## config.mk

```make
export PLATFORM = sky130hd
export DESIGN_NAME = wbc_uart_tx_flat
export DESIGN_NICKNAME = d
export VERILOG_FILES = /design/src/design/wbc_bus_pkg.sv /design/src/design/wbc_dev_pkg.sv /design/src/design/wbc_slave_if.sv /design/src/design/wbc_uart_tx.sv /design/src/flat_wrapper.sv
export SDC_FILE = /design/constraint.sdc
export NUM_CORES = 1
export LEC_CHECK = 0
export ABC_AREA = 1
export BUFFER_PORTS_ARGS = -buffer_cell sky130_fd_sc_hd__buf_2
export CAP_MARGIN = 40
export CELL_PAD_IN_SITES_DETAIL_PLACEMENT = 1
export CELL_PAD_IN_SITES_GLOBAL_PLACEMENT = 1
export CORE_MARGIN = 2
export CORE_UTILIZATION = 34
export DETAILED_ROUTE_END_ITERATION = 10
export PLACE_DENSITY_LB_ADDON = 0.1
export SYNTH_ARGS = -nofsm -noshare
export SYNTH_HDL_FRONTEND = slang
export SYNTH_SLANG_ARGS = --single-unit
export TNS_END_PERCENT = 5
```

## constraint.sdc

```tcl
create_clock -name wb_clk -period 2.5 [get_ports wb_clk]
set_input_delay 0.25 -clock wb_clk [delete_from_list [all_inputs] [get_ports wb_clk]]
set_output_delay 0.25 -clock wb_clk [all_outputs]
set_load 0.1 [all_outputs]
```

## src/design/wbc_bus_pkg.sv

```systemverilog
//--------------------------------------------------
// bus types and address map of the subsystem
// all addresses are byte addresses, data is 16-bit
// RAM below 040000, console at 177560, board regs at 177700
//--------------------------------------------------
package wbc_bus_pkg;

   typedef logic [15:0] bus_addr_t;       // byte address
   typedef logic [15:0] bus_data_t;       // data word
   typedef logic [1:0]  bus_sel_t;        // byte lanes, bit 0 is the low byte

   typedef enum logic [1:0]
   {
      RAM,                                // 8K words of RAM
      UART,                               // console transmitter
      SYSREG,                             // board registers
      NONE                                // unmapped, fabric answers
   } slave_id_t;

   localparam logic [1:0] RAM_TOP_BITS = 2'b00;          // adr[15:14] of the RAM window
   localparam bus_addr_t  UART_BASE    = 16'o177560;     // 8 bytes, 177560..177567
   localparam bus_addr_t  SYSREG_BASE  = 16'o177700;     // 16 bytes, 177700..177717

endpackage

```

## src/design/wbc_dev_pkg.sv

```systemverilog
//--------------------------------------------------
// device register offsets, vectors and FSM states
// console offsets follow the DL11 transmit half
// vector indices must match the wiring of the VIC
//--------------------------------------------------
package wbc_dev_pkg;

   typedef enum logic [2:0]
   {
      XCSR = 3'o4,                        // transmit status
      XBUF = 3'o6                         // transmit buffer
   } uart_reg_t;

   typedef enum logic [3:0]
   {
      CTRL    = 4'h0,                     // led bits and tick enable
      BUTTON  = 4'h2,                     // button level
      SCRATCH = 4'h4                      // free word
   } sysreg_reg_t;

   typedef enum logic [1:0] {IDLE, START, DATA, STOP} tx_state_t;

   typedef logic [15:0] ivec_t;

   localparam ivec_t VEC_UART_TX = 16'o000064;
   localparam ivec_t VEC_TICK    = 16'o000100;

   localparam int XCSR_READY   = 7;       // transmitter can take a byte
   localparam int XCSR_IE      = 6;       // interrupt enable
   localparam int CTRL_TICK_EN = 0;
   localparam int CTRL_LED     = 1;       // lsb of the 2-bit led field

   localparam int IRQ_TX   = 0;           // highest priority
   localparam int IRQ_TICK = 1;

endpackage

```

## src/design/wbc_slave_if.sv

```systemverilog
//--------------------------------------------------
// one decoded slave port of the Wishbone fabric
// stb already carries cyc and the address decode
// the master holds stb until ack is seen
//--------------------------------------------------
`timescale 1ns/1ps

interface wbc_slave_if import wbc_bus_pkg::*; ();

   bus_addr_t adr;                        // byte address
   bus_data_t dat_w;                      // write data
   bus_data_t dat_r;                      // read data, valid with ack
   logic      we;                         // 1 = write
   bus_sel_t  sel;                        // byte lanes
   logic      stb;                        // qualified strobe
   logic      ack;                        // slave acknowledge

   modport master
   (
      output adr, dat_w, we, sel, stb,
      input  dat_r, ack
   );

   modport slave
   (
      input  adr, dat_w, we, sel, stb,
      output dat_r, ack
   );

endinterface

```

## src/design/wbc_uart_tx.sv

```systemverilog
//--------------------------------------------------
// console transmitter, DL11 register layout, 8N1 only
// BAUD_DIV clocks per bit, at least 2
// XBUF write while not ready is lost, XBUF reads zero
// sel is ignored, all writes are word writes
//--------------------------------------------------
`timescale 1ns/1ps

module wbc_uart_tx import wbc_dev_pkg::*;
#(
   parameter int BAUD_DIV = 8
)
(
   input  logic       wb_clk,
   input  logic       reset_i,
   wbc_slave_if.slave s,
   output logic       tx_o,
   output logic       irq_o,
   input  logic       irq_ack_i
);

   localparam int BW = $clog2(BAUD_DIV);

   uart_reg_t     rsel;                   // register offset
   tx_state_t     state;
   logic [BW-1:0] baud_cnt;               // clocks within a bit
   logic [2:0]    bit_cnt;                // data bit number
   logic [7:0]    xbuf;                   // shifts out lsb first
   logic          ready, ie;              // XCSR bits
   logic          irq_cond_q;             // ready & ie, last clock
   logic          pend;
   logic          ack;
   logic          wr, load, bit_end;

   assign rsel    = uart_reg_t'(s.adr[2:0]);
   assign wr      = s.stb & s.we & ~ack;  // first clock of a write only
   assign load    = wr & (rsel == XBUF) & ready;
   assign bit_end = (baud_cnt == BW'(BAUD_DIV - 1));

   always_ff @(posedge wb_clk)
   begin
      if (reset_i)
      begin
         ack        <= 1'b0;
         ready      <= 1'b1;
         ie         <= 1'b0;
         state      <= IDLE;
         baud_cnt   <= '0;
         bit_cnt    <= '0;
         irq_cond_q <= 1'b0;
         pend       <= 1'b0;
      end
      else
      begin
         ack <= s.stb & ~ack;
         if (wr && rsel == XCSR)
            ie <= s.dat_w[XCSR_IE];
         if (load)
         begin
            ready    <= 1'b0;
            state    <= START;
            baud_cnt <= '0;
         end
         else if (state != IDLE)
         begin
            baud_cnt <= bit_end ? '0 : baud_cnt + 1'b1;
            if (bit_end)
            begin
               case (state)
                  START:
                  begin
                     state   <= DATA;
                     bit_cnt <= '0;
                  end
                  DATA:
                  begin
                     bit_cnt <= bit_cnt + 1'b1;
                     if (bit_cnt == 3'd7)
                        state <= STOP;
                  end
                  default:                // end of stop bit
                  begin
                     state <= IDLE;
                     ready <= 1'b1;
                  end
               endcase
            end
         end
         irq_cond_q <= ready & ie;
         if (ready & ie & ~irq_cond_q)    // ready rose or ie was set
            pend <= 1'b1;
         else if (irq_ack_i)
            pend <= 1'b0;
      end
   end

   always_ff @(posedge wb_clk)
   begin
      if (load)
         xbuf <= s.dat_w[7:0];
      else if (state == DATA && bit_end)
         xbuf <= {1'b0, xbuf[7:1]};
   end

   always_comb
   begin
      s.dat_r = '0;
      if (rsel == XCSR)
      begin
         s.dat_r[XCSR_READY] = ready;
         s.dat_r[XCSR_IE]    = ie;
      end
   end

   assign s.ack = ack;
   assign tx_o  = (state == START) ? 1'b0 : (state == DATA) ? xbuf[0] : 1'b1;
   assign irq_o = pend;

endmodule

```

## src/flat_wrapper.sv

```systemverilog
// flat-port wrapper written by rule: the top's interface ports become plain ports
module wbc_uart_tx_flat import wbc_dev_pkg::*;
#(
   parameter int BAUD_DIV = 8
)
  (wb_clk, reset_i, tx_o, irq_o, irq_ack_i, s_adr, s_dat_w, s_we, s_sel, s_stb, s_dat_r, s_ack);
  wbc_slave_if s_i ();
  input  logic wb_clk;
  input  logic reset_i;
  output logic tx_o;
  output logic irq_o;
  input  logic irq_ack_i;
  input wire logic [$bits(s_i.adr)-1:0] s_adr;
  input wire logic [$bits(s_i.dat_w)-1:0] s_dat_w;
  input wire logic [$bits(s_i.we)-1:0] s_we;
  input wire logic [$bits(s_i.sel)-1:0] s_sel;
  input wire logic [$bits(s_i.stb)-1:0] s_stb;
  output wire logic [$bits(s_i.dat_r)-1:0] s_dat_r;
  output wire logic [$bits(s_i.ack)-1:0] s_ack;
  assign s_i.adr = s_adr;
  assign s_i.dat_w = s_dat_w;
  assign s_i.we = s_we;
  assign s_i.sel = s_sel;
  assign s_i.stb = s_stb;
  assign s_dat_r = s_i.dat_r;
  assign s_ack = s_i.ack;
  wbc_uart_tx #(.BAUD_DIV(BAUD_DIV)) u_core (.wb_clk(wb_clk), .reset_i(reset_i), .s(s_i), .tx_o(tx_o), .irq_o(irq_o), .irq_ack_i(irq_ack_i));
endmodule
```

### Yosys cells after proc, flatten, opt, wreduce, memory -nomap -nowiden

Cells that the tools add are included.
W data, S select, Z words.

* register bits after elaboration: 21

* add/sub/neg operators: 2
* eq/ne operators: 9
* mux-type cells: 18
* bitwise gates (word level): 10
* reductions and logical operators: 14

Operator list (number)
* $mux W8: 2
* $eq A3 B3 Y1 const B: 4
* $reduce_bool A2 Y1: 6
* $mux W1: 11
* $reduce_and A3 Y1: 3
* $and A1 B1 Y1: 7
* $add A3 B1 Y3 const B: 2
* $pmux W3 S2: 1
* $mux W2: 2
* $ne A2 B1 Y1 const B: 2
* $pmux W2 S2: 1
* $reduce_and A4 Y1: 1
* $reduce_or A2 Y1: 2
* $mux W3: 1
* $ne A3 B1 Y1 const B: 1
* $not A1 Y1: 3
* $eq A2 B1 Y1 const B: 1
* $eq A2 B2 Y1 const B: 1
* $logic_and A1 B1 Y1: 2

### Logic depth before layout (Yosys ltp)

* depth after elaboration: 6
* depth in mapped cells: 9
* gate-level depth less buffers: 9

### Worst setup path after synthesis

OpenSTA, ideal clock, no wires.

* path type: register to output
* start point: register u_core.state[0]
* end point: output port tx_o
* data arrival time: 2.001 ns
* path slack: 0.249 ns
* stages on the path, launching flop included: 6
* cell sequence: dfxtp_1 > inv_1 > ha_1 > inv_1 > nor2_1 > nor2_1

* cells in the longest elaborated chain, start to end: 3
* elaborated cells on any way between the ends: 4

Ends and longest elaborated chain
* from (decl): RTL line wbc_uart_tx.sv:25 `tx_state_t state;`
* from (signal assigned): RTL line wbc_uart_tx.sv:47 `state <= IDLE;`
* from (signal assigned): RTL line wbc_uart_tx.sv:61 `state <= START;`
* from (signal assigned): RTL line wbc_uart_tx.sv:72 `state <= DATA;`
* $eq A2 B2 Y1: RTL line wbc_uart_tx.sv:116 `assign tx_o = (state == START) ? 1'b0 : (state == DATA) ? xbuf[0] : 1'b1;`
* $mux W1: RTL line wbc_uart_tx.sv:116
* $mux W1 *: RTL line wbc_uart_tx.sv:116
* to (decl): RTL line flat_wrapper.sv:10 `output logic tx_o;`

Mark *: on every way between the ends. The rest lies on a longest branch, timed or not.

### Worst setup path after layout

Ends and elaborated chain as after synthesis.

==> run summary <==
Status: finished clean
Vias in the first global route: 959
Num ports: 58
Post-synthesis xor/xnor area fraction: 0%
RSZ-0062 raised after global routing: false
Clock Latency Late Sink: 0.31 ns
Die area: 3950 sq um
Max_cap viols: 0
Core Region: 3340 sq um
CTS sink count: 21
Mux cell area share after synthesis: 0%
Most Crowded Layer GR: met2
Setup WS pre-CTS: 0.829 ns
Fin Clk Skew: 0.00839 ns
Post_cts resized: 0
Synth Area in Adders: 7.44%
CP max-delay cell: buf_2
Share of the synthesized area in the top cell type: 22.1%
Largest family of logic cells by synthesized area: simple AND/OR/NAND/NOR gates
Worst-path clk slew: 0.14 ns
Area Growth Syn to Fin: 10.2%
Hold EP: u_core.irq_o
GRT overflow: 0
Slowest Stage Delay on Critical Path: 0.43 ns
WHS Path Cells: 2
Number of cells on the critical path: 6
DRC Markers: 0
Max Clk Rate: 0.499 GHz
Period utilization: 80.1%
Met1 GRT Util: 14.3%
Layout cell share with drive strength beyond 1: 25.5%
Cell Rows: 21
Total Wirelength: 2340 microns
Longest Clk Path Bufs: 2
Post-CTS Setup Inserts: 0
Mean Syn Cell Area: 8.47 sq um
Total power: 0.000688 W
Setup TNS: 0 ns
Share of the yosys chip area belonging to registers: 42.5%
VDD IR-drop max: 0.000297 V
Initial Utilization: 35.3%
Pwr dens: 531 nW/um^2
Top_reg_cell synth: dfxtp_1
Layout net count: 208
DRT iter0 DRCs: 9
Static leakage: 0.615 nW
Num CTS Buffers: 3
Buffers & Inverters on Critical Path: 3
Slack of the worst reg-to-reg path: 0.97 ns
Worst setup margin: 0.497 ns
CTS tree: done
DR vias/cell: 4.42
Antenna violations before repair: 0
Tot GR Track Use: 12.8%
GPL Wtd Cong: 0.657
Max-slew violations: 0
RR Endpoint: u_core.xbuf[4]
Setup CP Type: register to output port
Cts hold-fix bufs: 0
Final hold viol count: 0
M3 GR Usage: 2.88%
Worst hold path startpoint: irq_ack_i
Startpoint types: register
Max Fanout on Critical Path: 5
CP top delay family: buffers and inverters
Root buffer selected by CTS: clkbuf_4
Endpoints failing setup: 0
Die Y: 62.8 microns
Crit path DAT: 1.75 ns
Critical path cell sequence: inv_1, ha_1, inv_1, nor2_1, nor2_1, buf_2
Die width: 62.8 microns
Worst min-delay path category: primary input to register
Via total after detailed routing: 914
Yosys reg bits: 21
Post-synth EDFFs: 8
Routed Antenna Nets: 0
Hold Slack: 0.123 ns
Synthesized area: 1180 sq um
Simple-gate share of the synthesized area: 28.5%
Dominant cell type by area after synthesis: dfxtp_1
Critical R2R Launch: u_core.baud_cnt[0]
CP endpoint kind: output port
First-pass detailed-route iteration total: 2
First-pass GRT wire length: 4050 microns
Fraction of the mapped netlist area in compound gates: 6.59%
WL per Instance: 11.3 microns
Antenna cell count: 0
Count leader, synth: nand2_1
Mapped Cells: 139
Count of cell types in the netlist: 23
Most frequent cells after synthesis: 24 x nand2_1, 15 x inv_1, 14 x buf_4
Post-DP HPWL: 1880 microns
Yosys synthesis warning count: 0
Grt met2 use: 23.8%
IO Port Bufs: 20
H-tree levels: 1
Worst Reg-to-Reg Cells: 4
Final Critical Period: 2.00 ns
Asr flop ratio synth: 0%
Top post-synthesis cells by area: dfxtp_1 22%, edfxtp_1 20%, buf_4 8.9%
Post-layout util: 38.9%
Pin count of the biggest net entering global routing: 19
WP data required: 2.25 ns
[sequential cells by signal, summed over array words and instances, names as in the netlist]
name	cells
u_core.ready	1
u_core.state	2
u_core.irq_cond_q	1
u_core.bit_cnt	3
u_core.baud_cnt	3
u_core.irq_o	1
u_core.s.ack	1
u_core.ie	1
u_core.xbuf	8
[how the worst max path moves through the flow]
stage / startpoint / slack (ns) / end
floorplan: u_core.state[0] / 0.25 / tx_o
global placement: u_core.state[0] / 0.87 / tx_o
detailed placement: u_core.state[0] / 0.83 / tx_o
CTS: u_core.state[0] / 0.45 / tx_o
global route: u_core.state[0] / 0.35 / tx_o
finish: u_core.state[0] / 0.50 / tx_o
[metrics by stage]
stage	cell area, sq um	instances
2_1_floorplan	1230	152
3_3_place_gp	1270	203
3_5_place_dp	1270	203
4_1_cts	1300	207
5_1_grt	1300	207
6_report	1300	207
[area by class of cell]
class                      count  area, sq um
fill                         420         2040
multi-input combinational    101          553
sequential                    21          500
timing repair buffer          20          100
tap                           46         57.6
inverter                      15         56.3
clock buffer                   3         22.5
clock inverter                 1         7.51
[cells by family after synthesis]
kind of cell               count (synthesis)
adders and majority gates                  7
buffers and inverters                     30
and+or+nand+nor                           66
DFF                                       21
AOI/OAI and AO/OA                         14
other                                      1
[per-layer routing]
layer  wire (microns)  vias up
met5                0        -
met4               21        0
met3               83        4
met2             1240       15
met1              997      431
li1                 -      464
[cell usage in the layout, fill, tap and decap left out]
cell        instances
o21ai_2             1
nor3b_1             1
o32ai_1             1
nand2_4             1
or2_2               1
nand2_1            24
nand2_2            10
nor2_1             10
nor2_8              1
dfxtp_1            13
buf_2              20
o21ai_0             4
clkbuf_4            3
nand3_1            13
ha_1                7
edfxtp_1            8
nand4_1             1
nor2_4              1
conb_1             14
clkinvlp_4          1
inv_1              15
a21oi_1             8
nor2_2              2
nor3_1              1
[report_power, final]
part           total, W  leakage, nW  internal [W]  switching [W]
Sequential     0.000360        0.175      0.000357     0.00000269
Clock          0.000178       0.0139     0.0000610       0.000117
Combinational  0.000151        0.426     0.0000181       0.000133
(Power assumes the default switching activity.)
