File: src/design/wbc_bus_pkg.sv
//--------------------------------------------------
// bus types and address map of the subsystem
// all addresses are byte addresses, data is 16-bit
// RAM below 040000, console at 177560, board regs at 177700
//--------------------------------------------------
package wbc_bus_pkg;

   typedef logic [15:0] bus_addr_t;       // byte address
   typedef logic [15:0] bus_data_t;       // data word
   typedef logic [1:0]  bus_sel_t;        // byte lanes, bit 0 is the low byte

   typedef enum logic [1:0]
   {
      RAM,                                // 8K words of RAM
      UART,                               // console transmitter
      SYSREG,                             // board registers
      NONE                                // unmapped, fabric answers
   } slave_id_t;

   localparam logic [1:0] RAM_TOP_BITS = 2'b00;          // adr[15:14] of the RAM window
   localparam bus_addr_t  UART_BASE    = 16'o177560;     // 8 bytes, 177560..177567
   localparam bus_addr_t  SYSREG_BASE  = 16'o177700;     // 16 bytes, 177700..177717

endpackage

File: src/design/wbc_dev_pkg.sv
//--------------------------------------------------
// device register offsets, vectors and FSM states
// console offsets follow the DL11 transmit half
// vector indices must match the wiring of the VIC
//--------------------------------------------------
package wbc_dev_pkg;

   typedef enum logic [2:0]
   {
      XCSR = 3'o4,                        // transmit status
      XBUF = 3'o6                         // transmit buffer
   } uart_reg_t;

   typedef enum logic [3:0]
   {
      CTRL    = 4'h0,                     // led bits and tick enable
      BUTTON  = 4'h2,                     // button level
      SCRATCH = 4'h4                      // free word
   } sysreg_reg_t;

   typedef enum logic [1:0] {IDLE, START, DATA, STOP} tx_state_t;

   typedef logic [15:0] ivec_t;

   localparam ivec_t VEC_UART_TX = 16'o000064;
   localparam ivec_t VEC_TICK    = 16'o000100;

   localparam int XCSR_READY   = 7;       // transmitter can take a byte
   localparam int XCSR_IE      = 6;       // interrupt enable
   localparam int CTRL_TICK_EN = 0;
   localparam int CTRL_LED     = 1;       // lsb of the 2-bit led field

   localparam int IRQ_TX   = 0;           // highest priority
   localparam int IRQ_TICK = 1;

endpackage

File: src/design/wbc_slave_if.sv
//--------------------------------------------------
// one decoded slave port of the Wishbone fabric
// stb already carries cyc and the address decode
// the master holds stb until ack is seen
//--------------------------------------------------
`timescale 1ns/1ps

interface wbc_slave_if import wbc_bus_pkg::*; ();

   bus_addr_t adr;                        // byte address
   bus_data_t dat_w;                      // write data
   bus_data_t dat_r;                      // read data, valid with ack
   logic      we;                         // 1 = write
   bus_sel_t  sel;                        // byte lanes
   logic      stb;                        // qualified strobe
   logic      ack;                        // slave acknowledge

   modport master
   (
      output adr, dat_w, we, sel, stb,
      input  dat_r, ack
   );

   modport slave
   (
      input  adr, dat_w, we, sel, stb,
      output dat_r, ack
   );

endinterface

File: src/design/wbc_sysreg.sv
//--------------------------------------------------
// control, button and scratch board registers
// button_i must already be synchronous and debounced
// sel is ignored, all writes are word writes
//--------------------------------------------------
`timescale 1ns/1ps

module wbc_sysreg import wbc_bus_pkg::*, wbc_dev_pkg::*;
#(
   parameter int TICK_DIV = 64
)
(
   input  logic       wb_clk,
   input  logic       reset_i,
   wbc_slave_if.slave s,
   input  logic       button_i,
   output logic [1:0] led_o,
   output logic       irq_o,
   input  logic       irq_ack_i
);

   localparam int TW = (TICK_DIV > 1) ? $clog2(TICK_DIV) : 1;

   sysreg_reg_t   rsel;                   // register offset
   logic [2:0]    ctrl;                   // led field and tick enable
   bus_data_t     scratch;
   logic [TW-1:0] tick_cnt;
   logic          tick;                   // last clock of a tick period
   logic          pend, ack, wr;

   assign rsel = sysreg_reg_t'(s.adr[3:0]);
   assign wr   = s.stb & s.we & ~ack;
   assign tick = ctrl[CTRL_TICK_EN] & (tick_cnt == TW'(TICK_DIV - 1));

   always_ff @(posedge wb_clk)
   begin
      if (reset_i)
      begin
         ack      <= 1'b0;
         ctrl     <= '0;
         tick_cnt <= '0;
         pend     <= 1'b0;
      end
      else
      begin
         ack <= s.stb & ~ack;
         if (wr && rsel == CTRL)
            ctrl <= s.dat_w[2:0];
         if (!ctrl[CTRL_TICK_EN] || tick)
            tick_cnt <= '0;               // restart period
         else
            tick_cnt <= tick_cnt + 1'b1;
         if (tick)
            pend <= 1'b1;
         else if (irq_ack_i)
            pend <= 1'b0;
      end
   end

   always_ff @(posedge wb_clk)
   begin
      if (wr && rsel == SCRATCH)
         scratch <= s.dat_w;
   end

   always_comb
   begin
      case (rsel)
         CTRL:    s.dat_r = {13'd0, ctrl};
         BUTTON:  s.dat_r = {15'd0, button_i};
         SCRATCH: s.dat_r = scratch;
         default: s.dat_r = '0;
      endcase
   end

   assign s.ack = ack;
   assign led_o = ctrl[CTRL_LED +: 2];
   assign irq_o = pend;

endmodule

File: src/flat_wrapper.sv
// flat-port wrapper written by rule: the top's interface ports become plain ports
module wbc_sysreg_flat import wbc_bus_pkg::*, wbc_dev_pkg::*;
#(
   parameter int TICK_DIV = 64
)
  (wb_clk, reset_i, button_i, led_o, irq_o, irq_ack_i, s_adr, s_dat_w, s_we, s_sel, s_stb, s_dat_r, s_ack);
  wbc_slave_if s_i ();
  input  logic wb_clk;
  input  logic reset_i;
  input  logic button_i;
  output logic [1:0] led_o;
  output logic irq_o;
  input  logic irq_ack_i;
  input wire logic [$bits(s_i.adr)-1:0] s_adr;
  input wire logic [$bits(s_i.dat_w)-1:0] s_dat_w;
  input wire logic [$bits(s_i.we)-1:0] s_we;
  input wire logic [$bits(s_i.sel)-1:0] s_sel;
  input wire logic [$bits(s_i.stb)-1:0] s_stb;
  output wire logic [$bits(s_i.dat_r)-1:0] s_dat_r;
  output wire logic [$bits(s_i.ack)-1:0] s_ack;
  assign s_i.adr = s_adr;
  assign s_i.dat_w = s_dat_w;
  assign s_i.we = s_we;
  assign s_i.sel = s_sel;
  assign s_i.stb = s_stb;
  assign s_dat_r = s_i.dat_r;
  assign s_ack = s_i.ack;
  wbc_sysreg #(.TICK_DIV(TICK_DIV)) u_core (.wb_clk(wb_clk), .reset_i(reset_i), .s(s_i), .button_i(button_i), .led_o(led_o), .irq_o(irq_o), .irq_ack_i(irq_ack_i));
endmodule
File: config.mk
export PLATFORM = sky130hd
export DESIGN_NAME = wbc_sysreg_flat
export DESIGN_NICKNAME = d
export VERILOG_FILES = /design/src/design/wbc_bus_pkg.sv /design/src/design/wbc_dev_pkg.sv /design/src/design/wbc_slave_if.sv /design/src/design/wbc_sysreg.sv /design/src/flat_wrapper.sv
export SDC_FILE = /design/constraint.sdc
export NUM_CORES = 1
export LEC_CHECK = 0
export ABC_AREA = 1
export BUFFER_PORTS_ARGS = -buffer_cell sky130_fd_sc_hd__buf_2
export CAP_MARGIN = 20
export CORE_MARGIN = 5
export CORE_UTILIZATION = 44
export CTS_BUF_LIST = sky130_fd_sc_hd__clkbuf_8 sky130_fd_sc_hd__clkbuf_16
export DETAILED_ROUTE_END_ITERATION = 7
export GPL_ROUTABILITY_DRIVEN = 0
export PLACE_DENSITY = 0.88
export SLEW_MARGIN = 25
export SYNTH_ARGS = -nofsm -noshare
export SYNTH_HDL_FRONTEND = slang
export SYNTH_SLANG_ARGS = --single-unit
File: constraint.sdc
create_clock -name wb_clk -period 2.3 [get_ports wb_clk]
set_input_delay 0.23 -clock wb_clk [delete_from_list [all_inputs] [get_ports wb_clk]]
set_output_delay 0.23 -clock wb_clk [all_outputs]
set_load 0.05 [all_outputs]
After elaboration in Yosys (flattened, before gate mapping)

Index checks and enable logic that the tools add are counted.
Widths: inputs -> output; s select.

Register bits after elaboration: 27
Logic and storage cells: 24
Input port bits: 40
Output and inout bits: 20

Equal/unequal tests: 3
Reduce and logical (&&, ||, !) cells: 7
Add/subtract/negate cells: 1
Muxes and demuxes: 3
Bitwise operators: 5

Operator list:

| kind                | count |
|---|---|
| $pmux 16 s3         | 1 |
| $add 6x1->6 const B | 1 |
| $eq 6x6->1 const B  | 1 |
| $and 1x1->1         | 4 |
| $eq 4x2->1 const B  | 1 |
| $eq 4x3->1 const B  | 1 |
| $logic_not 4->1     | 1 |
| $logic_and 1x1->1   | 2 |
| $mux 1              | 2 |
| $reduce_bool 2->1   | 1 |
| $reduce_or 2->1     | 1 |
| $logic_not 1->1     | 1 |
| $logic_or 1x1->1    | 1 |
| $not 1->1           | 1 |

Logic depth before layout (Yosys ltp)

Depth in word-level cells: 4
Gate-level depth with buffers: 6
Depth with buffers taken out: 6

Worst setup path after synthesis

No wires, ideal clock.

Path type: reg-to-reg
From: register u_core.ack, in the netlist u_core.s.ack
To: register u_core.scratch[0], enable pin
Stages on the path, launching flop included: 4
Setup time: 0.388 ns
Setup slack: 0.385 ns
Data required time: 1.912 ns
Path buffers: 0
Arrival time: 1.527 ns
Period minus slack after synthesis: 1.915 ns
Cell sequence: dfxtp_1 nor2_1 inv_1 nor2_1

Longest elaborated chain between the ends: 3

Ends and longest elaborated chain:

| what                   | RTL line         | text |
|---|---|---|
| from (decl)            | wbc_sysreg.sv:29 | `logic pend, ack, wr;` |
| from (signal assigned) | wbc_sysreg.sv:46 | `ack <= s.stb & ~ack;` |
| $not 1->1              | wbc_sysreg.sv:32 | `assign wr = s.stb & s.we & ~ack;` |
| $and 1x1->1            | wbc_sysreg.sv:32 |  |
| $logic_and 1x1->1      | wbc_sysreg.sv:62 | `if (wr && rsel == SCRATCH)` |
| to (signal assigned)   | wbc_sysreg.sv:63 | `scratch <= s.dat_w;` |
| to (decl)              | wbc_sysreg.sv:26 | `bus_data_t scratch;` |

No other way between the ends.
A chain may end at the register's enable or synchronous reset.

Worst setup path in the final report

From: input s_adr[1]
To: output s_dat_r[1]

Longest elaborated chain between the ends: 2
Elaborated cells between the ends (all ways): 4
Classes of those cells: eq/ne: 2; mux: 1; reduce/logical: 1

Ends and longest elaborated chain:

| what                               | RTL line           | text |
|---|---|---|
| from (decl)                        | flat_wrapper.sv:14 | `input wire logic [$bits(s_i.adr)-1:0] s_adr;` |
| $eq 4x3->1 (tied with other cells) | wbc_sysreg.sv:68   | `case (rsel)` |
| $pmux 16 s3 *                      | wbc_sysreg.sv:68   |  |
| to (decl)                          | flat_wrapper.sv:19 | `output wire logic [$bits(s_i.dat_r)-1:0] s_dat_r;` |

Every way passes the cells marked *; elsewhere a longest branch is shown, timed or not.

==> impl_metrics.py <==
metrics = {
    "timing": {
        "layout_min_cycle_time_ps": 1610,
        "max_slew_margin": 0.774,
        "fin_ws_ps": 692,
        "worst_pin_slew_ps": 339,
        "finalCritPeriodShare": 0.699,
        "maxSlewViolCount": 0,
        "finalHoldViolCount": 0,
        "fmax_ghz": 0.622,
        "setup_viol": 0,
        "finClkSkew_ps": 4.60,
        "rsz0062_at_grt": "false",
        "fin_setup_tns_ps": 0,
    },
    "setup_path": {
        "start_kind": "input port",
        "max_stage_delay_ps": 300,
        "r2r-start": "u_core.s.ack",
        "crit_required_ps": 2070,
        "crit_family": "simple AND/OR/NAND/NOR gates",
        "r2r_cells": 4,
        "critPathMostFrequentCell": "buf_2",
        "regToRegEndpoint": "u_core.scratch[12]",
        "path_cells": "buf_2, nor2_4, nand3_4, o21ai_0, buf_2",
        "cp.arrival_ps": 1380,
        "crit_start": "s_adr[1]",
        "path_max_fanout": 16,
        "critPathKind": "in2out",
        "r2r_slack_ps": 950,
        "crit_path_top_delay_cell": "buf_2",
        "crit_path_end_kind": "output pin",
        "cp.buffers_inverters": 2,
    },
    "synth": {
        "synthesis.area_sq_um": 1180,
        "synth_cell_types": 22,
        "synth_area_leaders": "edfxtp_1 41%, dfxtp_1 19%, inv_1 7.6%, nor2_1 5.4%, nor2_2 5.3%",
        "yosysTopAreaCell": "edfxtp_1",
        "netlist.area_leader.share": 0.407,
        "ys.warnings.count": 0,
        "synth-seq-area-share": 0.593,
        "syn_avg_cell_area_sq_um": 10.1,
        "synth_seq_cells": 27,
        "syn_nets": 158,
        "syn_inst": 117,
    },
    "drt": {
        "vias": 915,
        "drt_iter0_drc": 27,
        "drc_errors": 0,
        "postRouteAntennaNets": 0,
        "wl_per_cell_microns": 11.4,
        "via_per_inst": 4.72,
        "routed_wl_microns": 2220,
        "dr.pass1.iters": 4,
    },
    "placement": {
        "port_buffers": 45,
        "dp.final_hpwl_microns": 1810,
        "place_ws_ps": 683,
        "place_inst": 190,
    },
    "floorplanning": {
        "start_util": 0.468,
        "rows": 18,
        "die_y_microns": 61.8,
        "die_w_microns": 61.8,
        "ioPinCount": 60,
        "dieArea_sq_um": 3820,
        "core-area_sq_um": 2520,
    },
    "clock_tree": {
        "cts.sinks": 27,
        "clk_latency_ps": 260,
        "cts_tree": "yes",
        "holdBufCountCts": 0,
        "root_buffer": "clkbuf_8",
        "htree_levels": 1,
        "ctsResizeCount": 0,
        "clk_path_buf_depth": 2,
        "post-cts-setup-buffers": 0,
        "cts.reportedPaths.clkPinSlew_ps": 90,
        "cts_made_buffers": 3,
    },
    "global_routing": {
        "grt_pass1_wl_microns": 3540,
        "track_usage": 0.124,
        "grt_pass1_vias": 902,
        "gr-total-overflow": 0,
        "grt_max_degree": 17,
        "antenna_found_initial": 0,
    },
    "worst_hold_path": {
        "worstHoldStart": "reset_i",
        "hold_class": "in2reg",
        "worstHoldEndpoint": "u_core.s.ack",
        "holdPathStages": 2,
    },
    "layout": {
        "final_cells": 194,
        "utilization": 0.583,
        "nets": 206,
        "drive_above_1_share": 0.390,
        "most-common-layout-cells": "45 x buf_2, 25 x inv_1, 17 x nor2_1, 16 x edfxtp_1, 11 x dfxtp_1",
        "mostFrequentLayoutCell": "buf_2",
        "syn_to_final_growth_pct": 24.5,
        "fillers": 221,
        "diodes": 0,
    },
    "power": {
        "vdd_drop_max_uv": 357,
        "p_leak_uw": 0.000691,
        "cellPowerDensity_nw_per_um2": 571,
    },
    "run": {
        "cap_violations": 0,
    },
    "outcome": {
        "status": "finished clean",
    },
}
[area by class of cell]
type,instances,area [sq um],share of cell area
Inverter,24,90.1,0.0613
Sequential cell,27,701,0.477
Clock inverter,1,3.75,0.00255
Timing Repair Buffer,46,233,0.158
Tap cell,30,37.5,0.0255
Clock buffer,3,41.3,0.0281
Multi-Input combinational cell,63,364,0.248
[flip-flops by register name, indices dropped and copies added (netlist names)]
signal and cells:
u_core.scratch 16, u_core.ctrl 3, u_core.s.ack 1, u_core.irq_o 1
u_core.tick_cnt 6
[how the worst max path moves through the flow]
| stage | end | slack, ps | cells after the start |
|---|---|---|---|
| 2_1_floorplan | u_core.scratch[0] | 380 | 3 |
| 3_3_place_gp | s_dat_r[2] | 730 | 5 |
| 3_5_place_dp | s_dat_r[1] | 680 | 5 |
| 4_1_cts | s_dat_r[1] | 680 | 5 |
| 5_1_grt | s_dat_r[1] | 540 | 5 |
| 6_report | s_dat_r[1] | 690 | 5 |
[through the flow]
step,power (uW),hold WS (ps),instance area [sq um]
finish,840,134,1470
CTS,854,132,1470
floorplan,569,306,1180
global route,887,116,1470
global placement,599,408,1430
detailed placement,603,408,1430
[kinds of logic after synthesis]
| family | after synthesis | share of synthesized area |
|---|---|---|
| buffers and inverters | 27 | 0.0985 |
| XOR/XNOR | 3 | 0.0222 |
| adder cells (fa/ha/maj) | 1 | 0.0106 |
| AND/OR/NAND/NOR | 53 | 0.246 |
| flip-flops | 27 | 0.593 |
| AO/OA/AOI/OAI | 6 | 0.0297 |
[Yosys cell counts]
| cell | number |
|---|---|
| o31ai_1 | 1 |
| dfxtp_1 | 11 |
| inv_1 | 24 |
| nor3b_1 | 1 |
| ha_1 | 1 |
| xor2_1 | 2 |
| nand4_1 | 5 |
| edfxtp_1 | 16 |
| nor2_2 | 10 |
| nand3b_1 | 1 |
| o21ai_0 | 3 |
| nor2_4 | 3 |
| nand2_1 | 8 |
| buf_4 | 2 |
| nor2_1 | 17 |
| buf_6 | 1 |
| o21bai_1 | 1 |
| xnor2_1 | 1 |
| nand3_1 | 6 |
| a21oi_1 | 1 |
| nand3_4 | 1 |
| nand2_2 | 1 |
[power by group]
part	leakage (uW)	internal, uW	total, uW	switching (uW)
Sequential	0.000233	514	516	1.52
Combinational	0.000431	26.0	75.0	49.0
Clock	0.0000269	119	250	131
Total	0.000691	659	840	181
[routing by layer]
metal	track usage	up-vias	part of all wire
met2	0.236	23	0.55
met4	0.0394	0	0.0068
met5	0	-	0
met3	0.0289	2	0.083
met1	0.134	427	0.36
li1	-	463	-
Power figures use the tool's default switching activity.
