**src/design/wbc_dev_pkg.sv**
```systemverilog
//--------------------------------------------------
// device register offsets, vectors and FSM states
// console offsets follow the DL11 transmit half
// vector indices must match the wiring of the VIC
//--------------------------------------------------
package wbc_dev_pkg;

   typedef enum logic [2:0]
   {
      XCSR = 3'o4,                        // transmit status
      XBUF = 3'o6                         // transmit buffer
   } uart_reg_t;

   typedef enum logic [3:0]
   {
      CTRL    = 4'h0,                     // led bits and tick enable
      BUTTON  = 4'h2,                     // button level
      SCRATCH = 4'h4                      // free word
   } sysreg_reg_t;

   typedef enum logic [1:0] {IDLE, START, DATA, STOP} tx_state_t;

   typedef logic [15:0] ivec_t;

   localparam ivec_t VEC_UART_TX = 16'o000064;
   localparam ivec_t VEC_TICK    = 16'o000100;

   localparam int XCSR_READY   = 7;       // transmitter can take a byte
   localparam int XCSR_IE      = 6;       // interrupt enable
   localparam int CTRL_TICK_EN = 0;
   localparam int CTRL_LED     = 1;       // lsb of the 2-bit led field

   localparam int IRQ_TX   = 0;           // highest priority
   localparam int IRQ_TICK = 1;

endpackage

```
**src/design/wbc_vic.sv**
```systemverilog
//--------------------------------------------------
// vectored interrupt controller, two sources
// fixed priority, transmitter above tick
// a vector cycle with nothing pending returns 0
//--------------------------------------------------
`timescale 1ns/1ps

module wbc_vic import wbc_dev_pkg::*;
(
   input  logic       wb_clk,
   input  logic       reset_i,
   input  logic [1:0] irq_i,
   output logic [1:0] irq_ack_o,
   input  logic       ivec_stb_i,
   output logic       ivec_ack_o,
   output ivec_t      ivec_dat_o
);

   ivec_t      vec;                       // vector of the winner
   logic [1:0] grant;                     // one-hot winner
   logic       take;                      // first clock of a vector cycle

   assign take = ivec_stb_i & ~ivec_ack_o;

   always_comb
   begin
      vec   = '0;
      grant = '0;
      if (irq_i[IRQ_TX])
      begin
         vec           = VEC_UART_TX;
         grant[IRQ_TX] = 1'b1;
      end
      else if (irq_i[IRQ_TICK])
      begin
         vec             = VEC_TICK;
         grant[IRQ_TICK] = 1'b1;
      end
   end

   always_ff @(posedge wb_clk)
   begin
      if (reset_i)
      begin
         ivec_ack_o <= 1'b0;
         irq_ack_o  <= '0;
      end
      else
      begin
         ivec_ack_o <= take;
         irq_ack_o  <= take ? grant : 2'b00;   // pulse with the ack
      end
   end

   always_ff @(posedge wb_clk)
   begin
      if (take)
         ivec_dat_o <= vec;               // held through the ack clock
   end

endmodule

```
**config.mk**
```make
export PLATFORM = sky130hd
export DESIGN_NAME = wbc_vic
export DESIGN_NICKNAME = d
export VERILOG_FILES = /design/src/design/wbc_dev_pkg.sv /design/src/design/wbc_vic.sv
export SDC_FILE = /design/constraint.sdc
export NUM_CORES = 1
export LEC_CHECK = 0
export BUFFER_PORTS_ARGS = -buffer_cell sky130_fd_sc_hd__buf_2
export CORE_AREA = 2 2 39 41
export DETAILED_ROUTE_END_ITERATION = 8
export DIE_AREA = 0 0 41 43
export GPL_TIMING_DRIVEN = 0
export PLACE_DENSITY = 0.47
export SLEW_MARGIN = 20
export SYNTH_ARGS = -nofsm -noshare
export SYNTH_HDL_FRONTEND = slang
export SYNTH_SLANG_ARGS = --single-unit
```
**constraint.sdc**
```tcl
create_clock -name wb_clk -period 2.6 [get_ports wb_clk]
set_clock_uncertainty 0.1 [all_clocks]
set_input_delay 0.52 -clock wb_clk [delete_from_list [all_inputs] [get_ports wb_clk]]
set_output_delay 0.52 -clock wb_clk [all_outputs]
set_load 0.005 [all_outputs]
```
Word-level counts from Yosys, hierarchy flattened. Cells that the tools add are included.

Input port bits: 5. Flip-flop bits (word level): 19. Output and inout port bits: 19. Logic and storage cells: 12.

Bitwise gates (word level): 3. Reductions and logical operators: 2. Mux-type cells: 3.

Operators by type and width (number): $mux W7 (1); $reduce_or A3 Y1 (1); $mux W1 (2); $not A1 Y1 (2); $reduce_or A2 Y1 (1); $and A1 B1 Y1 (1).

Longest topological paths before layout. Gate-level depths: netlist (run 1).

Depth after elaboration: 4. Mapped depth: 2. Mapped depth without buffers: 2.

Least setup slack after synthesis (run 1). No wires, ideal clock.

Path type: reg-to-output. Start point: reg ivec_dat_o[5] (netlist name). End point: out ivec_dat_o[4]. Path slack: 1431 ps. Data required time: 1980 ps. Path buffers: 1. Arrival time: 549 ps. Stages on the path, launching flop included: 2. Cells stage by stage: edfxtp_1 > buf_4.

RTL lines: end: declaration (line wbc_vic.sv:16) `output ivec_t ivec_dat_o`.

Worst setup path in the final report (run 1).
Start point: reg ivec_dat_o[5]. End point: out ivec_dat_o[5].

RTL lines: start signal: assignment (line wbc_vic.sv:58) `ivec_dat_o <= vec;`.

No word-level cell between the ends.

==> flow_summary.toml, run 1 <==
[worst_setup_path]
crit_slowest_cell = "edfxtp_1"
crit_path_end_kind = "output pin"
cp_cell_sequence = "buf_4 > buf_2"
start_kind = "register"
critical_path.max_stage_delay_ps = 400
crit_arrival_ps = 900
worstPathMaxFanout = 3
cp.required_ps = 1980
path_class = "register to output pin"

[die]
rows = 14
core_area_mm2 = 0.00138
die_area_mm2 = 0.00176
die_w_um = 41
pin_count = 24
die_height_um = 43
start_util_pct = 19.3

[timing]
final-max-slew-violation-count = 0
finalSetupViolCount = 0
fin_crit_ps = 1520
setup_ws_ps = 1080
whs_ps = 360
rsz0062_at_grt = "no"
fmax_ghz = 0.658
period_share_pct = 58.4
hold_violations = 0
tns_ps = 0

[grt]
grt-ovfl-total = 0
grt_pass1_wl_um = 510
grt_usage_pct = 4.84
antenna_found_initial = 0
grt_pass1_vias = 149
grt_max_degree = 4

[power_and_ir_drop]
p_per_area_mw_per_mm2 = 507
swShare_pct = 20.7
p_int_w = 0.000165
peakVddDrop_mv = 0.167
share_comb_of_total_power_pct = 15.8
p_clk_share_pct = 42.1
p_sw_w = 0.0000432
power_leakage_nw = 0.237
seq_power_share_pct = 42.2

[synthesis]
synth_edf_count = 2
synthTopCellsByCount = "buf_4, dfxtp_1, and2_1, edfxtp_1"
synth.most_common_cell = "buf_4"
synth.area.top_cells = "buf_4, dfxtp_1, edfxtp_1"
synth_top_area_share_pct = 39.3
synth_ff_type = "dfxtp_1"
synth_area_um2 = 268
seq_area_frac_synth_pct = 44.9
synth-seq-cells = 5
syn_avg_cell_area_um2 = 10.7
async_flop_share_pct = 0
synthCells = 25
yosysUniqueCellTypes = 8
synth_top_area_cell = "buf_4"
yosysWarnings = 0

[cts]
cts_tree = "yes"
cts_resized = 0
cts.clk_slew.worst_paths_ps = 40
clk_latency_ps = 230
cts_buffer_depth = 2
post-cts-setup-buffers = 0
hold_buffers = 0
htree_levels = 1
cts_root_buffer = "clkbuf_4"
cts.sinks = 5
cts_buffers = 3

[cells_and_area]
final_cells = 67
syn2layout_area_growth_pct = 53.3
drive_above_1_share_pct = 56.9
diodes = 0
nFillCells = 151
final_util_pct = 29.7
final_nets = 57

[drt]
via_per_inst = 2.81
remaining_drc_errors = 0
vias = 188
dr.pass1.iters = 2
drt-total-wl_um = 347
ant_nets = 0
drt_iter0_drc = 1
wire_per_inst_um = 5.18

[placement]
globalplace.congestion = 0.614
dp_cells = 63
portBuffers = 11
preCtsSetupSlack_ps = 1330

[run]
maxCapViolations = 0

[run_status]
outcome = "finished clean"

[worst_hold_path]
holdCritPathClass = "primary input to register"
## per-stage QoR
step	area, um2	power, W
3_3_place_gp	384	0.000122
5_1_grt	410	0.000222
4_1_cts	410	0.000213
2_1_floorplan	309	0.000113
6_report	410	0.000208
3_5_place_dp	384	0.000122
## flip-flops by register name, summed over array words and instances, names as in the netlist
name and cells:
ivec_ack_o 1, irq_ack_o 2, ivec_dat_o 2
## path summary, 6_finish.rpt
check | to | slack (ps) | depth (start not counted) | from
max reg2reg | ivec_dat_o[6] | 1670 | 1 | ivec_ack_o
min | ivec_ack_o | 360 | 2 | reset_i
max | ivec_dat_o[5] | 1080 | 2 | ivec_dat_o[5]
min reg2reg | ivec_ack_o | 360 | 1 | ivec_ack_o
## routing by layer
metal | track usage, % | up-vias | routed length [um]
met1 | 3.26 | 67 | 109
met5 | 0 | - | 0
met2 | 7.19 | 19 | 154
met4 | 8.00 | 0 | 0
li1 | - | 102 | -
met3 | 1.57 | 0 | 84
## critical path: cells and delay by family (launching register included)
kind                   cells  cell delay, ps
DFF                        1             400
buffers and inverters      2             260
## area by class of cell
| cell class | instances | area (um2) | area share [%] |
|---|---|---|---|
| multi-input cells | 17 | 83.8 | 20.4 |
| repair buffers | 11 | 55.1 | 13.4 |
| well taps | 16 | 20.0 | 4.88 |
| plain buffers | 14 | 105 | 25.6 |
| clock buffers | 4 | 26.3 | 6.40 |
| flip-flops and latches | 5 | 120 | 29.3 |
## cells by family (layout without fill, tap and decap cells)
| logic type | count (synthesis) | count (layout) | synth area share, % |
|---|---|---|---|
| buffers and inverters | 14 | 29 | 39.3 |
| DFF | 5 | 5 | 44.9 |
| and+or+nand+nor | 5 | 5 | 14.5 |
| other | 1 | 12 | 1.40 |
## power groups by stage
stage	registers (W)	clock network [W]	logic, W
after global placement	0.0000891	0	0.0000324
after CTS	0.0000878	0.0000928	0.0000325
final	0.0000878	0.0000876	0.0000328
after detailed placement	0.0000892	0	0.0000325
after floorplan	0.0000896	0	0.0000230
after global routing	0.0000882	0.0000953	0.0000382
## layout by cell type, fill, tap and decap left out
cell type	n
buf_4	14
conb_1	12
buf_2	11
clkbuf_4	3
dfxtp_1	3
and2_1	2
edfxtp_1	2
and2b_1	1
nor2b_1	1
nor3b_2	1
clkbuf_1	1
(Power assumes the default switching activity.)
==> inputs of run 2 (changes only) <==
Settings changed: PLACE_DENSITY 0.47 to 0.49.
Clock period 2.6 ns to 1.3 ns, I/O delays scaled along.
==> run 2 against run 1 <==
  * Clock power increased by 99%
  * Critical path depth unchanged
  * Core utilization increased by 0.90 points
  * Non-clock buffer count unchanged
  * Combinational power increased by 110%
  * Flip-flop and latch count unchanged
  * Wire length increased by 2.0%
  * Via count increased by 2.7%
  * Sequential power increased by 100%
  * Critical endpoint unchanged
==> flow_summary.toml, run 2 (synthesis results as in run 1) <==
[grt]
grt_pass1_wl_um = 503
grt_usage_pct = 4.74
antenna_found_initial = 0
grt-ovfl-total = 0
grt_pass1_vias = 137
grt_max_degree = 4

[timing]
fin_crit_ps = 1260
finalSetupViolCount = 0
period_share_pct = 97.1
final-max-slew-violation-count = 0
rsz0062_at_grt = "yes"
hold_violations = 0
fmax_ghz = 0.793

[drt]
drt-total-wl_um = 354
drt_iter0_drc = 0
dr.pass1.iters = 1
vias = 193
via_per_inst = 2.88
ant_nets = 0
wire_per_inst_um = 5.28
remaining_drc_errors = 0

[worst_setup_path]
path_delay_family = "flip-flops"
cp_cell_sequence = "buf_4 > buf_6"
crit_start = "ivec_dat_o[5]"
path_buf_inv = 2
cp.required_ps = 940
crit_path_end_kind = "output pin"
crit_slowest_cell = "edfxtp_1"
r2r_start = "ivec_ack_o"
critical_path.max_stage_delay_ps = 410
worstPathMaxFanout = 3
start_kind = "register"
path_class = "register to output pin"
crit_arrival_ps = 900

[placement]
portBuffers = 11
globalplace.congestion = 0.573
placed_area_um2 = 384

[cells_and_area]
final_util_pct = 30.6
layout_commonest_cell = "buf_4"
top_regs = "irq_ack_o (2), ivec_dat_o (2), ivec_ack_o (1)"
final_area_um2 = 423
drive_above_1_share_pct = 56.9
syn2layout_area_growth_pct = 57.9
final_nets = 57
layout_common_cells = "buf_4, conb_1, buf_2"
diodes = 0

[cts]
post-cts-setup-buffers = 0
cts_buffer_depth = 2
htree_levels = 1
cts_resized = 0
cts_tree = "yes"
cts_buffers = 3
clk_latency_ps = 230
cts.clk_slew.worst_paths_ps = 40
hold_buffers = 0
cts_root_buffer = "clkbuf_4"
cts.sinks = 5

[die]
die_height_um = 43
die_area_mm2 = 0.00176
pin_count = 24
core_area_mm2 = 0.00138
start_util_pct = 19.3
die_w_um = 41
rows = 14

[power_and_ir_drop]
power_leakage_nw = 0.241
p_per_area_mw_per_mm2 = 992
p_total_w = 0.000420
peakVddDrop_mv = 0.579

[run]
maxCapViolations = 0

[worst_hold_path]
holdCritPathClass = "primary input to register"
min-delay-start = "reset_i"

[run_status]
outcome = "finished clean"
==> run 2: cell counts in the layout (fill, tap and decap cells not counted) <==
Identical to the previous run, type by type.
==> run 2: layer usage <==
layer  GRT usage (%)  up-vias  part of all wire, %
met1            3.59       65                   38
met5               0        -                    0
li1                -      106                    -
met2            6.25       22                   39
met3            5.24        0                   23
met4            4.00        0                    0
==> run 2: report_power, final <==
group	switching, W	internal (W)	leakage (nW)	total [W]
Combinational	0.0000242	0.0000458	0.182	0.0000700
Clock	0.0000584	0.000116	0.0150	0.000174
Sequential	0.00000334	0.000172	0.0442	0.000176
==> run 2: through the flow <==
stage / setup TNS (ps) / worst slack, ps / std cells / hold slack, ps
after global placement: 0 / 301 / 63 / 343
final: 0 / 38.2 / 67 / 99.2
after detailed placement: 0 / 284 / 63 / 344
after floorplan: 0 / 383 / 36 / 239
after global routing: -4.09 / -3.53 / 67 / 91.1
after CTS: 0 / 22.4 / 67 / 91.6
==> run 2: cell type report <==
class,count,area [um2]
Multi-Input combinational cell,17,83.8
Timing Repair Buffer,11,67.6
Buffer,14,105
Tap cell,16,20.0
Sequential cell,5,120
Fill cell,151,961
Clock buffer,4,26.3
==> run 2: worst paths after layout <==
| check | endpoint | slack, ps | cells past startpoint |
|---|---|---|---|
| max reg2reg | ivec_dat_o[5] | 380 | 1 |
| min | ivec_ack_o | 100 | 2 |
| max | ivec_dat_o[5] | 40 | 2 |
| min reg2reg | ivec_ack_o | 350 | 1 |
==> inputs of run 3 (changes only) <==
Settings changed: MAX_ROUTING_LAYER set to met4.
==> run 3 against run 2 <==
  * Cell count stayed put
  * Core utilization stayed put
  * Cell area stayed put
  * Global-route usage is 0.12 points higher
  * Clock power hardly changed
  * Non-clock buffer count stayed put
  * First-iteration DRC count stayed put
==> flow_summary.toml, run 3 (synthesis results as in run 1) <==
[worst_setup_path]
reg2reg_slack_ps = 380
cp_cell_sequence = "buf_4 > buf_6"
path_buf_inv = 2
crit_path_end_kind = "output pin"
path_delay_family = "flip-flops"
worstPathMaxFanout = 3
rr_endpoint = "ivec_dat_o[5]"
critical_path.max_stage_delay_ps = 410
start_kind = "register"
r2r_start = "ivec_ack_o"
crit_slowest_cell = "edfxtp_1"
crit_start = "ivec_dat_o[5]"
path_class = "register to output pin"
crit_arrival_ps = 900
worstRegToRegCells = 1
cp.required_ps = 940

[cts]
cts_root_buffer = "clkbuf_4"
cts.clk_slew.worst_paths_ps = 40
post-cts-setup-buffers = 0
clk_latency_ps = 230
cts_buffers = 3
cts_tree = "yes"
hold_buffers = 0
cts_buffer_depth = 2
htree_levels = 1
cts.sinks = 5

[die]
core_area_mm2 = 0.00138
die_area_mm2 = 0.00176
rows = 14
pin_count = 24
start_util_pct = 19.3
die_height_um = 43
die_w_um = 41

[power_and_ir_drop]
power_leakage_nw = 0.241
peakVddDrop_mv = 0.580
p_per_area_mw_per_mm2 = 993

[timing]
setup_ws_ps = 38.2
hold_violations = 0
period_share_pct = 97.1
fmax_ghz = 0.793
tns_ps = 0
finalSetupViolCount = 0
final-max-slew-violation-count = 0
rsz0062_at_grt = "yes"
fin_crit_ps = 1260

[grt]
grt_pass1_wl_um = 503
grt_pass1_vias = 137
grt_max_degree = 4
grt-ovfl-total = 0
antenna_found_initial = 0
grt_usage_pct = 4.86

[placement]
preCtsSetupSlack_ps = 284
portBuffers = 11
placed_area_um2 = 384
globalplace.congestion = 0.576

[cells_and_area]
regArea_um2 = 120
syn2layout_area_growth_pct = 57.9
final_nets = 57
final_area_um2 = 423
diodes = 0
nFillCells = 151
layout_commonest_cell = "buf_4"
top_regs = "irq_ack_o (2), ivec_dat_o (2), ivec_ack_o (1)"
layout_common_cells = "buf_4, conb_1, buf_2"
multi_input_area_um2 = 83.8
drive_above_1_share_pct = 56.9

[drt]
drt-total-wl_um = 357
via_per_inst = 2.88
ant_nets = 0
remaining_drc_errors = 0
dr.pass1.iters = 1
vias = 193
drt_iter0_drc = 0
wire_per_inst_um = 5.33

[worst_hold_path]
holdCritPathClass = "primary input to register"
min-delay-start = "reset_i"
whs_path_depth = 2
min_to = "ivec_ack_o"

[run_status]
outcome = "finished clean"

[run]
maxCapViolations = 0
[run 3: area by class of cell]
| type | instances | share of cell area, % |
|---|---|---|
| Clock buffer | 4 | 6.21 |
| Tap cell | 16 | 4.73 |
| Sequential cell | 5 | 28.4 |
| Timing Repair Buffer | 11 | 16.0 |
| Multi-Input combinational cell | 17 | 19.8 |
| Buffer | 14 | 24.9 |
[run 3: repair_timing]
item | in CTS | in global routing
hold endpoints to repair | 0 | 0
endpoints found under the setup margin | 0 | 2
gates resized for setup | 0 | 2
[run 3: how the worst max path moves through the flow]
stage / end / slack [ps] / cells past startpoint
final: ivec_dat_o[5] / 40 / 2
after global routing: ivec_dat_o[5] / -4 / 2
after CTS: ivec_dat_o[4] / 20 / 2
after detailed placement: ivec_dat_o[4] / 280 / 2
after global placement: ivec_dat_o[4] / 300 / 2
after floorplan: ivec_dat_o[5] / 380 / 1
[run 3: metrics by stage]
step | hold WS [ps] | utilization [%] | total power (W) | std cells
final | 99.2 | 30.6 | 0.000420 | 67
after global placement | 343 | 27.8 | 0.000243 | 63
after floorplan | 239 | - | 0.000225 | 36
after global routing | 91.1 | 30.6 | 0.000451 | 67
after detailed placement | 344 | 27.8 | 0.000243 | 63
after CTS | 91.6 | 29.7 | 0.000423 | 67
[run 3: routing by layer]
layer	up-vias	part of all wire [%]	GRT usage, %
met4	0	0	4.00
met2	22	38	6.25
met1	65	41	3.92
met3	0	20	4.71
met5	-	0	-
li1	106	-	-
[run 3: report_power, final]
| group | leakage, nW | internal, W | switching [W] | total, W |
|---|---|---|---|---|
| clock network | 0.0150 | 0.000116 | 0.0000584 | 0.000174 |
| registers | 0.0442 | 0.000172 | 0.00000339 | 0.000176 |
| logic | 0.182 | 0.0000458 | 0.0000243 | 0.0000701 |
